### src/source/adc_acq_params.svh
`ifndef ADC_ACQ_PARAMS_SVH
`define ADC_ACQ_PARAMS_SVH

////////////////////////////////////////////////////////////
// sizes

`define CBUF_ADDR_W     8       // 256 sample pairs in the circular buffer
`define TRIG_FIFO_DEPTH 4       // queued trigger addresses
`define SAMPLE_W        12      // adc sample, over-range bit not counted

////////////////////////////////////////////////////////////
// record word tags, top nibble of every output word

`define TAG_HDR         4'd1    // waveform header
`define TAG_DAT         4'd2    // four sample pairs
`define TAG_SUM         4'd3    // xor checksum of the data words

`endif

### src/source/adc_acq_pkg.sv
`include "adc_acq_params.svh"

package adc_acq_pkg;

    // two samples per adc_clk, first one in the low bits
    typedef struct packed {
        logic [`SAMPLE_W-1:0] smp_b;    // second sample
        logic                 ovr_b;    // second over-range
        logic [`SAMPLE_W-1:0] smp_a;    // first sample
        logic                 ovr_a;    // first over-range
    } sample_pair_t;

    // waveform header view of a payload, channel_tag in the lsbs
    typedef struct packed {
        logic [45:0] pad;               // always zero
        logic [15:0] trig_addr;         // buffer address, zero-extended
        logic [15:0] pre_trig;
        logic [13:0] num_bursts;
        logic [23:0] fill_num;
        logic [11:0] channel_tag;
    } wfm_header_t;

    // four consecutive pairs, oldest in slot 0
    typedef sample_pair_t [3:0] burst_t;

    // one 128-bit payload read either as a header or as sample data
    typedef union packed {
        wfm_header_t hdr;
        struct packed {
            logic [23:0] pad;           // zero above the 104 data bits
            burst_t      pairs;
        } dat;
    } payload_u;

    typedef struct packed {
        logic [3:0] tag;                // TAG_HDR / TAG_DAT / TAG_SUM
        payload_u   payload;
    } acq_word_t;

    // reader -> formatter, strobes are mutually exclusive
    typedef struct packed {
        logic                    hdr_strobe;
        logic                    dat_strobe;
        logic                    sum_strobe;
        burst_t                  burst;     // valid with dat_strobe
        logic [`CBUF_ADDR_W-1:0] trig_addr; // valid for the whole record
    } reader_ctl_t;

endpackage

### src/source/record_formatter.sv
`include "adc_acq_params.svh"

module record_formatter (
    input  logic                     adc_clk,
    input  logic                     reset,
    input  adc_acq_pkg::reader_ctl_t rd_ctl,
    input  logic [11:0]              channel_tag,
    input  logic [15:0]              pre_trig,
    input  logic [13:0]              num_bursts,
    input  logic [23:0]              initial_fill_num,
    input  logic                     fill_num_wr,   // load strobe
    output adc_acq_pkg::acq_word_t   acq_word,
    output logic                     acq_valid,     // sink takes every valid word
    output logic                     acq_done,      // with the checksum word
    output logic [23:0]              fill_num
);

    adc_acq_pkg::payload_u hdr_pl;  // header view
    adc_acq_pkg::payload_u dat_pl;  // data view
    adc_acq_pkg::payload_u csum;    // running xor of data payloads

    always_comb begin
        hdr_pl                 = '0;
        hdr_pl.hdr.channel_tag = channel_tag;
        hdr_pl.hdr.fill_num    = fill_num;
        hdr_pl.hdr.num_bursts  = num_bursts;
        hdr_pl.hdr.pre_trig    = pre_trig;
        hdr_pl.hdr.trig_addr   = {{(16-`CBUF_ADDR_W){1'b0}}, rd_ctl.trig_addr};
        dat_pl                 = '0;
        dat_pl.dat.pairs       = rd_ctl.burst;
    end

    ////////////////////////////////////////////////////////////
    // output word, one cycle after the reader strobe

    always_ff @(posedge adc_clk) begin
        if (rd_ctl.hdr_strobe) begin
            acq_word.tag     <= `TAG_HDR;
            acq_word.payload <= hdr_pl;
            csum             <= '0;     // new record
        end else if (rd_ctl.dat_strobe) begin
            acq_word.tag     <= `TAG_DAT;
            acq_word.payload <= dat_pl;
            csum             <= csum ^ dat_pl;
        end else if (rd_ctl.sum_strobe) begin
            acq_word.tag     <= `TAG_SUM;
            acq_word.payload <= csum;
        end
    end

    always_ff @(posedge adc_clk) begin
        if (reset) begin
            acq_valid <= 1'b0;
            acq_done  <= 1'b0;
            fill_num  <= '0;
        end else begin
            acq_valid <= rd_ctl.hdr_strobe | rd_ctl.dat_strobe | rd_ctl.sum_strobe;
            acq_done  <= rd_ctl.sum_strobe;
            if (fill_num_wr) begin
                fill_num <= initial_fill_num;   // load wins over advance
            end else if (rd_ctl.sum_strobe) begin
                fill_num <= fill_num + 24'd1;   // next record
            end
        end
    end

endmodule

### config.mk
export PLATFORM = sky130hd
export DESIGN_NAME = record_formatter
export DESIGN_NICKNAME = d
export VERILOG_FILES = /design/src/source/adc_acq_pkg.sv /design/src/source/record_formatter.sv
export VERILOG_INCLUDE_DIRS = /design/src /design/src/source
export SDC_FILE = /design/constraint.sdc
export NUM_CORES = 1
export LEC_CHECK = 0
export BUFFER_PORTS_ARGS = -buffer_cell sky130_fd_sc_hd__buf_2
export CORE_ASPECT_RATIO = 0.75
export CORE_MARGIN = 4
export CORE_UTILIZATION = 51
export DETAILED_ROUTE_END_ITERATION = 10
export PLACE_DENSITY_LB_ADDON = 0.05
export REMOVE_ABC_BUFFERS = 1
export SYNTH_ARGS = -nofsm -noshare
export SYNTH_HDL_FRONTEND = slang
export SYNTH_SLANG_ARGS = --single-unit
### constraint.sdc
create_clock -name adc_clk -period 3.5 [get_ports adc_clk]
set_clock_uncertainty 0.1 [all_clocks]
set_input_delay 0.525 -clock adc_clk [delete_from_list [all_inputs] [get_ports adc_clk]]
set_output_delay 0.525 -clock adc_clk [all_outputs]
set_load 0.05 [all_outputs]
==> results of run 1 <==
==> metal layers <==
metal,global-route usage [%],routed length (um),vias up
met5,0,27,-
met2,32.02,11120,251
li1,-,-,4206
met4,4.571,525,4
met3,6.227,2015,41
met1,27.85,11430,3730
==> cell usage after synthesis <==
master / n
a221oi_1: 1
nand4_1: 6
nand4_4: 1
a2111oi_0: 3
clkbuf_2: 1
o21bai_1: 1
ha_1: 1
edfxtp_1: 74
nor4_2: 1
mux2i_1: 105
conb_1: 1
a31o_2: 2
nand2b_1: 1
buf_1: 2
clkinv_1: 1
nor4bb_1: 1
buf_2: 14
o21ai_0: 76
o21a_1: 30
nand4_2: 3
xor2_1: 108
buf_4: 26
and3_1: 2
a311oi_1: 5
buf_6: 1
clkbuf_1: 53
inv_1: 12
a21oi_1: 3
nor4_1: 8
nand2_1: 189
xnor2_1: 9
or3_1: 3
nor3_1: 7
and4_1: 4
a2111oi_1: 2
nor4_4: 1
nand3_1: 6
or4_1: 1
nor2b_1: 2
a211oi_1: 15
dfxtp_1: 162
nor2_1: 156
==> state kept, by name, summed over array words and instances, names as in the netlist <==
register	count
acq_word	106
acq_valid	1
acq_done	1
fill_num	24
csum	104
==> area by class of cell <==
class | count | share of cell area [%]
clock inverters | 7 | 0.7294
clock buffers | 37 | 5.298
inverters | 13 | 0.3743
diodes | 3 | 0.05758
well taps | 282 | 2.706
multi-input cells | 779 | 35.98
flip-flops and latches | 236 | 41.92
repair buffers | 324 | 12.94
==> power by group through the flow <==
stage	clock network (mW)	registers, mW	logic (mW)
after floorplan	0	3.74	0.432
after global placement	0	3.27	1.32
after detailed placement	0	3.28	1.34
after CTS	2.60	3.22	1.34
after global routing	2.70	3.25	1.44
final	2.54	3.22	1.33
==> cell usage in the layout, fill, tap and decap left out, types with 7 or more instances in the layout <==
master / n
a211oi_1: 15
o21a_1: 30
nor2_1: 156
clkbuf_1: 10
mux2i_1: 105
edfxtp_1: 74
nand2_1: 189
inv_1: 12
dfxtp_1: 162
nor4_1: 8
xnor2_1: 9
buf_4: 7
nor3_1: 7
o21ai_0: 76
buf_2: 313
xor2_1: 108
clkbuf_16: 25
conb_1: 26
==> logic make-up after synthesis <==
| kind of cell | synth area share, % |
|---|---|
| multiplexers | 9.921 |
| other | 0.03540 |
| adder cells (fa/ha/maj) | 0.1181 |
| buffers and inverters | 5.067 |
| AND/OR/NAND/NOR | 15.51 |
| flip-flops | 51.59 |
| XOR/XNOR | 9.673 |
| AO/OA/AOI/OAI | 8.090 |
==> final timing paths <==
path | cells after the start | slack, ns | to | start
setup / recovery | 5 | 1.27 | fill_num[16] | fill_num[0]
hold / removal | 3 | 0.18 | fill_num[21] | initial_fill_num[21]
setup reg to reg | 5 | 1.27 | fill_num[16] | fill_num[0]
hold reg to reg | 2 | 0.39 | acq_word[129] | acq_word[129]
==> worst min-delay path: stages <==
cell       delay, ns
buf_2           0.10
inv_1           0.05
a2111oi_1       0.06
==> out/qor.csv, run 1 <==
stage,metric,value,unit
clocking,clock tree buffer depth,3,
synthesis,synth unique cells,42,
power,Logic pwr share,18.8,%
sta,fin crit share,63.78,%
layout,post-route non-filler standard cell count,1681,
placement,placer congestion estimate,0.8396,
hold_path,HP Class,input port to register,
sta,Setup-failing EPs final,0,
sta,RSZ-0062 raised after global routing,no,
drt,DRC,0,
drt,1st-iter DRT viols,536,
clocking,clock latency on the worst-skew pair,0.51,ns
sta,WHS,0.1776,ns
layout,fin area,13040,um^2
clocking,CTS Sinks,236,
layout,Util after Layout,64.14,%
clocking,clock-pin transition on the worst setup and hold timing paths,0.06,ns
global_routing,initial antenna violation count,4,
floorplanning,Die Ht,132.8,um
outcome,status,finished clean,
critical_path,slowest CP cell,dfxtp_1,
drt,routed wire length,25.11,mm
critical_path,Worst EP arrival,2.52,ns
synthesis,post-synthesis cell count,1100,
global_routing,number of global-route vias before repair,7486,
floorplanning,Initial Util,52.12,%
synthesis,Mean Syn Cell Area,9.631,um^2
clocking,H-tree levels,1,
critical_path,critical path buffer and inverter count,0,
power,Sw Ratio,29.66,%
critical_path,Worst Path Required,3.79,ns
clocking,post-cts repair resize count,0,
layout,Filler cells,1750,
floorplanning,total die area,23170,um^2
sta,Tmin final,2.232,ns
synthesis,Synth Register Bits,236,
synthesis,post-synthesis sequential area ratio,51.59,%
layout,NumNets Final,1563,
critical_path,Crit. End Element,register,
synthesis,post-synth top area share,30.61,%
global_routing,largest net degree at the start of global routing,204,
placement,placed cell count,1634,
sta,final setup margin,1.268,ns
sta,f_max,447.9,MHz
drt,antenna-violating nets left,0,
layout,area grow syn2layout,23.07,%
power,power share of the sequential group,45.4,%
sta,setup TNS,0,ns
global_routing,GRT Overall Usage,20.35,%
critical_path,crit-path leading delay family,simple AND/OR/NAND/NOR gates,
power,Psw,2.102,mW
critical_path,crit-path max FO,8,
clocking,"Setup Fix Bufs, Post-CTS",0,
layout,share of layout cells above drive strength 1,26.22,%
global_routing,first-pass GRT wire length,38.98,mm
layout,Multi-input gate area,4691,um^2
drt,Avg WL per Cell,14.94,um
drt,DR vias,8232,
layout,Reg area,5465,um^2
placement,IO buf count,315,
synthesis,yosys warns,0,
drt,Pre-Repair DR Iteration Count,5,
synthesis,"Cell Area, Synth",10590,um^2
drt,vias per inst,4.897,
floorplanning,Die Span X,174.4,um
critical_path,Critical Path Source Type,register,
clocking,cts hold-fix bufs,0,
power,Clk pwr share,35.8,%
clocking,CTS root buf,clkbuf_16,
floorplanning,IO Pins,342,
sta,Final Max Tran Viols,0,
floorplanning,area of the core,20330,um^2
job,max_cap viols,0,
placement,detailed placer's ending HPWL,17.16,mm
synthesis,post-synth top area cell,dfxtp_1,
critical_path,"slowest stage delay, CP",0.54,ns
power,Static Leak,6.121,nW
power,pwr dens,543.7,nW/um^2
power,Int Pwr,4.986,mW
sta,Slew HR,43.07,%
power,Peak VDD IR,0.3243,mV
power,Tot Pwr,7.088,mW
synthesis,top post-synthesis cells by area,"dfxtp_1, edfxtp_1, mux2i_1",
placement,pre-CTS setup slack,1.058,ns
clocking,cts bufs inserted,24,
sta,Final Hold Viols,0,
sta,Worst Tran Pin Value,0.8539,ns
floorplanning,Row Count,45,
placement,DP Area,12240,um^2
clocking,CTS tree,built,
critical_path,CP Class,register to register,
critical_path,CP Cell Sequence,ha_1 > nand3_1 > nor4_1 > a211oi_1 > a2111oi_0,
global_routing,remaining global-route overflow,0,
(Power assumes the default switching activity.)
==> run 2, diff against run 1 <==
- ABC_AREA: unset -> 1
- clock period: 3.5 -> 2.17 ns (I/O delays scaled with it)
==> run 2 against run 1 <==
Area after synthesis shrank 3.9%; cell area decreased by 0.64%; register-to-register slack got worse by 0.74 ns; die area is 3.7% lower; count of clock-buffer cells in the layout down 2; utilization increased by 2.3 points; first-iteration DRC count grew 28%; worst hold slack lost 0.16 ns; largest power group unchanged.
==> out/qor.csv, run 2 <==
stage,metric,value,unit,change
outcome,status,finished clean,,
sta,f_max,555.2,MHz,
synthesis,post-synth top area cell,dfxtp_1,,
clocking,post-cts repair resize count,0,,unchanged
layout,Util after Layout,66.47,%,+2.3 points
synthesis,post-synth top area share,31.85,%,+1.2 points
power,Peak VDD IR,0.7102,mV,+120%
synthesis,synth unique cells,32,,-24%
sta,Setup-failing EPs final,0,,unchanged
sta,fin crit share,83.01,%,
sta,Tmin final,1.801,ns,
synthesis,post-synthesis sequential area ratio,53.67,%,+2.1 points
drt,routed wire length,29.20,mm,+16%
sta,Slew HR,63.00,%,+20 points
global_routing,gr busiest metal,met2,,
sta,setup TNS,0,ns,unchanged
synthesis,number of synthesized flops with an enable pin,74,,unchanged
synthesis,Mean Syn Cell Area,8.056,um^2,-16%
clocking,clock-pin transition on the worst setup and hold timing paths,0.06,ns,about the same
clocking,cts hold-fix bufs,21,,+21
clocking,CTS Sinks,236,,unchanged
drt,DRC,0,,unchanged
clocking,CTS root buf,clkbuf_16,,
critical_path,Worst EP arrival,1.38,ns,-1.14 ns
critical_path,CP Cell Sequence,buf_4 > buf_2,,
synthesis,top_reg_cell synth,dfxtp_1,,
critical_path,crit-path max FO,6,,-2
synthesis,largest family of logic cells by synthesized area,compound AO/OA/AOI/OAI gates,,
synthesis,top post-synthesis cells by area,"dfxtp_1, edfxtp_1, nand2_1",,
clocking,clock latency on the worst-skew pair,0.50,ns,about the same
layout,fin area,12950,um^2,-0.64%
critical_path,crit-path leading delay family,buffers and inverters,,
layout,Largest Register,acq_word,,
critical_path,Crit. End Element,output pin,,
critical_path,Worst Path Required,1.74,ns,-2.05 ns
power,Static Leak,6.459,nW,+5.5%
synthesis,top-count cell post-synth,nand2_1,,
critical_path,"slowest stage delay, CP",0.41,ns,-0.13 ns
power,Clk pwr share,37.1,%,+1.3 points
clocking,"Setup Fix Bufs, Post-CTS",0,,unchanged
drt,Avg WL per Cell,15.66,um,+4.9%
layout,"commonest non-fill, non-tap cell in the layout",buf_2,,
power,Psw,3.362,mW,+60%
power,Logic pwr share,17.8,%,-1.0 points
layout,Largest register FFs,106,,unchanged
floorplanning,Die Ht,130.4,um,-1.8%
placement,placer congestion estimate,0.9294,,+11%
synthesis,"Cell Area, Synth",10180,um^2,-3.9%
critical_path,slowest CP cell,dfxtp_1,,
placement,pre-CTS setup slack,0.3684,ns,-0.6898 ns
synthesis,compound-cell area share of the yosys netlist,18.74,%,+11 points
synthesis,"top cells by count, synth","nand2_1, dfxtp_1, o21ai_0",,
floorplanning,total die area,22310,um^2,-3.7%
drt,vias per inst,5.053,,+3.2%
critical_path,critical path buffer and inverter count,2,,+2
layout,share of layout cells above drive strength 1,24.67,%,-1.5 points
floorplanning,Initial Util,52.25,%,+0.13 points
global_routing,met3 Track Usage GR,5.955,%,-0.27 points
hold_path,HP Class,input port to register,,
drt,1st-iter DRT viols,684,,+28%
job,max_cap viols,0,,unchanged
placement,placed cell count,1796,,+9.9%
global_routing,GR Layer Usage met2,39.64,%,+7.6 points
clocking,clock tree buffer depth,3,,unchanged
global_routing,initial antenna violation count,5,,+1
power,pwr dens,872.6,nW/um^2,+60%
floorplanning,Die Span X,171.2,um,-1.9%
clocking,cts bufs inserted,25,,+4.2%
layout,Filler cells,1703,,-2.7%
synthesis,async set or reset register ratio after synthesis,0,%,unchanged
placement,detailed placer's ending HPWL,20.43,mm,+19%
drt,DR vias,9418,,+14%
global_routing,number of global-route vias before repair,8697,,+16%
floorplanning,area of the core,19490,um^2,-4.1%
global_routing,largest net degree at the start of global routing,95,,-53%
placement,IO buf count,315,,unchanged
synthesis,post-synthesis cell count,1264,,+15%
synthesis,mux cell area share after synthesis,0,%,-9.9 points
synthesis,Synth Register Bits,236,,unchanged
critical_path,CP Class,register to output pin,,
floorplanning,IO Pins,342,,unchanged
power,Sw Ratio,29.75,%,+0.089 points
sta,Final Max Tran Viols,0,,unchanged
layout,post-route non-filler standard cell count,1864,,+11%
layout,NumNets Final,1776,,+14%
sta,Final Hold Viols,0,,unchanged
floorplanning,Row Count,44,,-2.2%
global_routing,remaining global-route overflow,0,,unchanged
sta,Worst Tran Pin Value,0.5542,ns,-0.2997 ns
clocking,CTS tree,built,,
clocking,H-tree levels,1,,unchanged
layout,Top Registers,"acq_word: 106 flops, csum: 104 flops, fill_num: 24 flops",,
critical_path,Critical Path Source Type,register,,
layout,area grow syn2layout,27.22,%,
synthesis,"area fraction in and, or, nand and nor cells after synthesis",17.10,%,+1.6 points
sta,final setup margin,0.3687,ns,-0.8988 ns
power,Int Pwr,7.940,mW,+59%
placement,DP Area,11930,um^2,-2.6%
drt,Pre-Repair DR Iteration Count,5,,unchanged
drt,antenna-violating nets left,0,,unchanged
synthesis,Post-Synth Adder-Cell Area,0.1229,%,+0.0048 points
synthesis,yosys warns,0,,unchanged
layout,most frequent cells in the layout,"buf_2, nand2_1, o21ai_0, dfxtp_1, inv_1",,
global_routing,first-pass GRT wire length,44.33,mm,+14%
synthesis,XOR/XNOR Fraction of Synth Area,0.4301,%,-9.2 points
global_routing,GRT Overall Usage,24.61,%,+4.3 points
global_routing,M1 GR Usage,33.31,%,+5.5 points
sta,RSZ-0062 raised after global routing,no,,
power,power share of the sequential group,45.0,%,-0.4 points
-- run 2: cell types whose count changed after synthesis, sizes merged, moves of 32 or more --
cell / change
xor2: -105
inv: +136
mux2i: -105
clkbuf: -32
nand2: +73
o21ai: +124
a21oi: +120
-- run 2: worst reg2reg max path, stage by stage (launching register included) --
cell and delay (ns):
dfxtp_1 0.39, ha_1 0.23, nand2_2 0.08, nor2_4 0.20, nand2_2 0.14, nor2_4 0.13, nand2_1 0.06, nand2_1 0.05
nand3_1 0.06, a21oi_1 0.13
-- run 2: final cells by class --
| cell class | count | area [um^2] | share of cell area [%] |
|---|---|---|---|
| sequential | 236 | 5465 | 42.19 |
| antenna | 2 | 5.005 | 0.03864 |
| clock inverter | 10 | 103.9 | 0.8017 |
| clock buffer | 35 | 703.2 | 5.428 |
| timing repair buffer | 353 | 1992 | 15.38 |
| inverter | 149 | 561.8 | 4.337 |
| multi-input combinational | 826 | 3806 | 29.38 |
| tap | 253 | 316.6 | 2.444 |
-- run 2: power by group through the flow --
stage                     registers (mW)  logic [mW]  clock network, mW
after global placement              5.18        1.96                  0
after floorplan                     5.89       0.589                  0
after detailed placement            5.18        1.99                  0
final                               5.09        2.02               4.20
after CTS                           5.09        2.02               4.26
after global routing                5.12        2.17               4.47
-- run 2: path summary, 6_finish.rpt --
check                           depth (start not counted)  slack, ns          start           end
worst min-delay path                                    3       0.01  num_bursts[9]  acq_word[45]
worst max register to register                          9       0.53    fill_num[1]  fill_num[20]
worst max-delay path                                    2       0.37    fill_num[8]   fill_num[8]
worst min register to register                          1       0.32       csum[13]      csum[13]
-- run 2: stage by stage --
step	hold slack (ns)	total power [mW]
final	0.01420	11.30
after global routing	0.01111	11.76
after CTS	0.00002492	11.37
after detailed placement	0.3150	7.165
after global placement	0.3093	7.135
after floorplan	0.2879	6.479
-- run 2: kinds of logic after synthesis --
group	count (synthesis)
AOI/OAI and AO/OA	364
xor gates and xnor gates	5
adders and majority gates	1
buffers and inverters	227
DFF	236
other	1
and+or+nand+nor	430
-- run 2: layer usage --
layer | share of wire (%) | vias up
li1 | - | 4789
met1 | 44 | 4200
met2 | 45 | 369
met3 | 8.6 | 52
met4 | 2.8 | 8
met5 | 0.14 | -
==> run 3, diff against run 2 <==
- ABC_AREA: 1 -> 0
- clock period: 2.17 -> 1.7 ns (I/O delays scaled with it)
==> run 3 against run 2 <==
Die area rose by 3.8%; sequential cell count did not move; worst hold slack improved by 0.0043 ns; non-clock buffer count rose by 195; utilization rose by 9.3 points; count of clock-buffer cells in the layout fell by 1; sequential power rose by 30%; register-to-register slack got worse by 0.51 ns; combinational power rose by 62%; largest power group unchanged; highest routed layer is now met4.
==> out/qor.csv, run 3 (synthesized netlist as in run 1, its figures left out) <==
stage,metric,value,unit,change
sta,setup TNS,0,ns,unchanged
clocking,clock tree buffer depth,3,,unchanged
power,Clk pwr share,33.7,%,-3.4 points
layout,Filler cells,1404,,-18%
sta,Setup-failing EPs final,0,,unchanged
power,Sw Ratio,30.63,%,+0.89 points
critical_path,Critical Path Source Type,register,,
layout,share of layout cells above drive strength 1,28.52,%,+3.8 points
critical_path,slowest CP cell,dfxtp_2,,
clocking,CTS tree,built,,
floorplanning,Row Count,45,,+2.3%
power,power share of the sequential group,44.3,%,-0.7 points
layout,NumNets Final,1787,,+0.62%
power,Static Leak,7.205,nW,+12%
layout,area grow syn2layout,45.32,%,
sta,f_max,595.9,MHz,
power,Tot Pwr,14.93,mW,+32%
sta,Tmin final,1.678,ns,
power,Int Pwr,10.35,mW,+30%
critical_path,Worst EP arrival,1.94,ns,+0.56 ns
critical_path,crit-path max FO,5,,-1
drt,Avg WL per Cell,15.54,um,-0.79%
critical_path,Worst Path Required,1.96,ns,+0.22 ns
global_routing,number of global-route vias before repair,9297,,+6.9%
sta,Final Hold Viols,0,,unchanged
clocking,H-tree levels,1,,unchanged
drt,DRC,0,,unchanged
layout,fin area,15390,um^2,+19%
drt,routed wire length,29.57,mm,+1.3%
hold_path,HP Class,input port to register,,
floorplanning,total die area,23170,um^2,+3.8%
sta,Final Max Tran Viols,0,,unchanged
critical_path,Crit path top cell by count,buf_4,,
layout,Top Registers,"acq_word: 106 flops, csum: 104 flops, fill_num: 24 flops",,
drt,antenna-violating nets left,0,,unchanged
layout,most frequent cells in the layout,"buf_2, nand2_1, dlygate4sd3_1",,
global_routing,remaining global-route overflow,0,,unchanged
clocking,CTS root buf,clkbuf_16,,
floorplanning,IO Pins,342,,unchanged
layout,Largest register FFs,106,,unchanged
placement,DP Area,12740,um^2,+6.8%
clocking,CTS Sinks,236,,unchanged
drt,DR vias,9337,,-0.86%
floorplanning,Die Ht,132.8,um,+1.9%
drt,vias per inst,4.906,,-2.9%
global_routing,initial antenna violation count,1,,-4
placement,IO buf count,315,,unchanged
sta,RSZ-0062 raised after global routing,yes,,
power,pwr dens,969.5,nW/um^2,+11%
floorplanning,area of the core,20330,um^2,+4.3%
power,Psw,4.572,mW,+36%
critical_path,CP Class,register to register,,
power,Peak VDD IR,0.7019,mV,-1.2%
global_routing,first-pass GRT wire length,46.73,mm,+5.4%
layout,post-route non-filler standard cell count,1903,,+2.1%
critical_path,Crit. End Element,register,,
drt,1st-iter DRT viols,585,,-14%
critical_path,crit-path leading delay family,buffers and inverters,,
drt,Pre-Repair DR Iteration Count,5,,unchanged
floorplanning,Die Span X,174.4,um,+1.9%
layout,"commonest non-fill, non-tap cell in the layout",buf_2,,
clocking,clock-pin transition on the worst setup and hold timing paths,0.06,ns,about the same
layout,Largest Register,acq_word,,
global_routing,GRT Overall Usage,24.18,%,-0.43 points
clocking,cts bufs inserted,24,,-4.0%
job,max_cap viols,0,,unchanged
clocking,clock latency on the worst-skew pair,0.52,ns,+0.02 ns
power,Logic pwr share,21.9,%,+4.1 points
global_routing,largest net degree at the start of global routing,114,,+20%
placement,placed cell count,1688,,-6.0%
placement,detailed placer's ending HPWL,18.70,mm,-8.5%
critical_path,"slowest stage delay, CP",0.36,ns,-0.05 ns
critical_path,critical path buffer and inverter count,3,,+1
placement,placer congestion estimate,0.8282,,-11%
floorplanning,Initial Util,52.12,%,-0.13 points
critical_path,CP Cell Sequence,nand4_4 > buf_6 > nor4_4 > buf_4 > buf_4 > a31o_2 > a311oi_2,,
sta,fin crit share,98.71,%,
outcome,status,finished clean,,
run 3: cell type report:
type | count | area (um^2) | area share (%)
multi-input combinational | 779 | 4870 | 31.63
sequential | 236 | 5483 | 35.61
clock inverter | 10 | 56.30 | 0.3657
clock buffer | 34 | 689.4 | 4.478
tap | 282 | 352.8 | 2.292
inverter | 13 | 48.80 | 0.3170
timing repair buffer | 548 | 3892 | 25.28
antenna | 1 | 2.502 | 0.01625
run 3: worst min-delay path, delay by kind of cell:
| kind | cells | cell delay [ns] |
|---|---|---|
| buffers and inverters | 1 | 0.10 |
| XOR/XNOR | 1 | 0.07 |
| AND/OR/NAND/NOR | 2 | 0.16 |
run 3: timing repair:
action / 4_1_cts / 5_1_grt
resized for setup: 8 / 45
hold endpoints to repair: 181 / 0
endpoints found under the setup margin: 6 / 31
pin swaps: 0 / 10
setup buffers: 0 / 5
hold buffers: 165 / 0
run 3: per-layer routing:
| metal | global-route usage [%] | part of all wire [%] | routed length, um | up-vias |
|---|---|---|---|---|
| met1 | 32.46 | 43 | 12790 | 4280 |
| li1 | - | - | - | 4644 |
| met5 | 0 | 0 | 0 | - |
| met3 | 4.656 | 6.8 | 2024 | 74 |
| met2 | 39.60 | 47 | 13760 | 339 |
| met4 | 8.000 | 3.4 | 997 | 0 |
run 3: worst paths after layout:
kind	startpoint	endpoint	slack, ns	cells past startpoint
max	fill_num[7]	fill_num[20]	0.02	7
min	rd_ctl[94]	csum[86]	0.02	4
max reg2reg	fill_num[7]	fill_num[20]	0.02	7
min reg2reg	acq_word[129]	acq_word[129]	0.38	2
run 3: power groups by stage:
stage / combinational [mW] / clock [mW] / sequential (mW)
3_5_place_dp: 2.91 / 0 / 6.71
6_report: 3.27 / 5.04 / 6.62
5_1_grt: 3.51 / 5.37 / 6.67
4_1_cts: 3.23 / 5.12 / 6.60
2_1_floorplan: 0.889 / 0 / 7.69
3_3_place_gp: 2.89 / 0 / 6.70
run 3: through the flow:
stage / util [%] / hold WS (ns) / worst slack, ns
after global routing: 75.74 / 0.004539 / -0.08910
after global placement: 62.67 / 0.3652 / 0.02782
after CTS: 74.71 / 0.0007447 / -0.006035
after floorplan: - / 0.2241 / -0.7239
after detailed placement: 62.67 / 0.3593 / -0.02951
final: 75.74 / 0.01855 / 0.02198
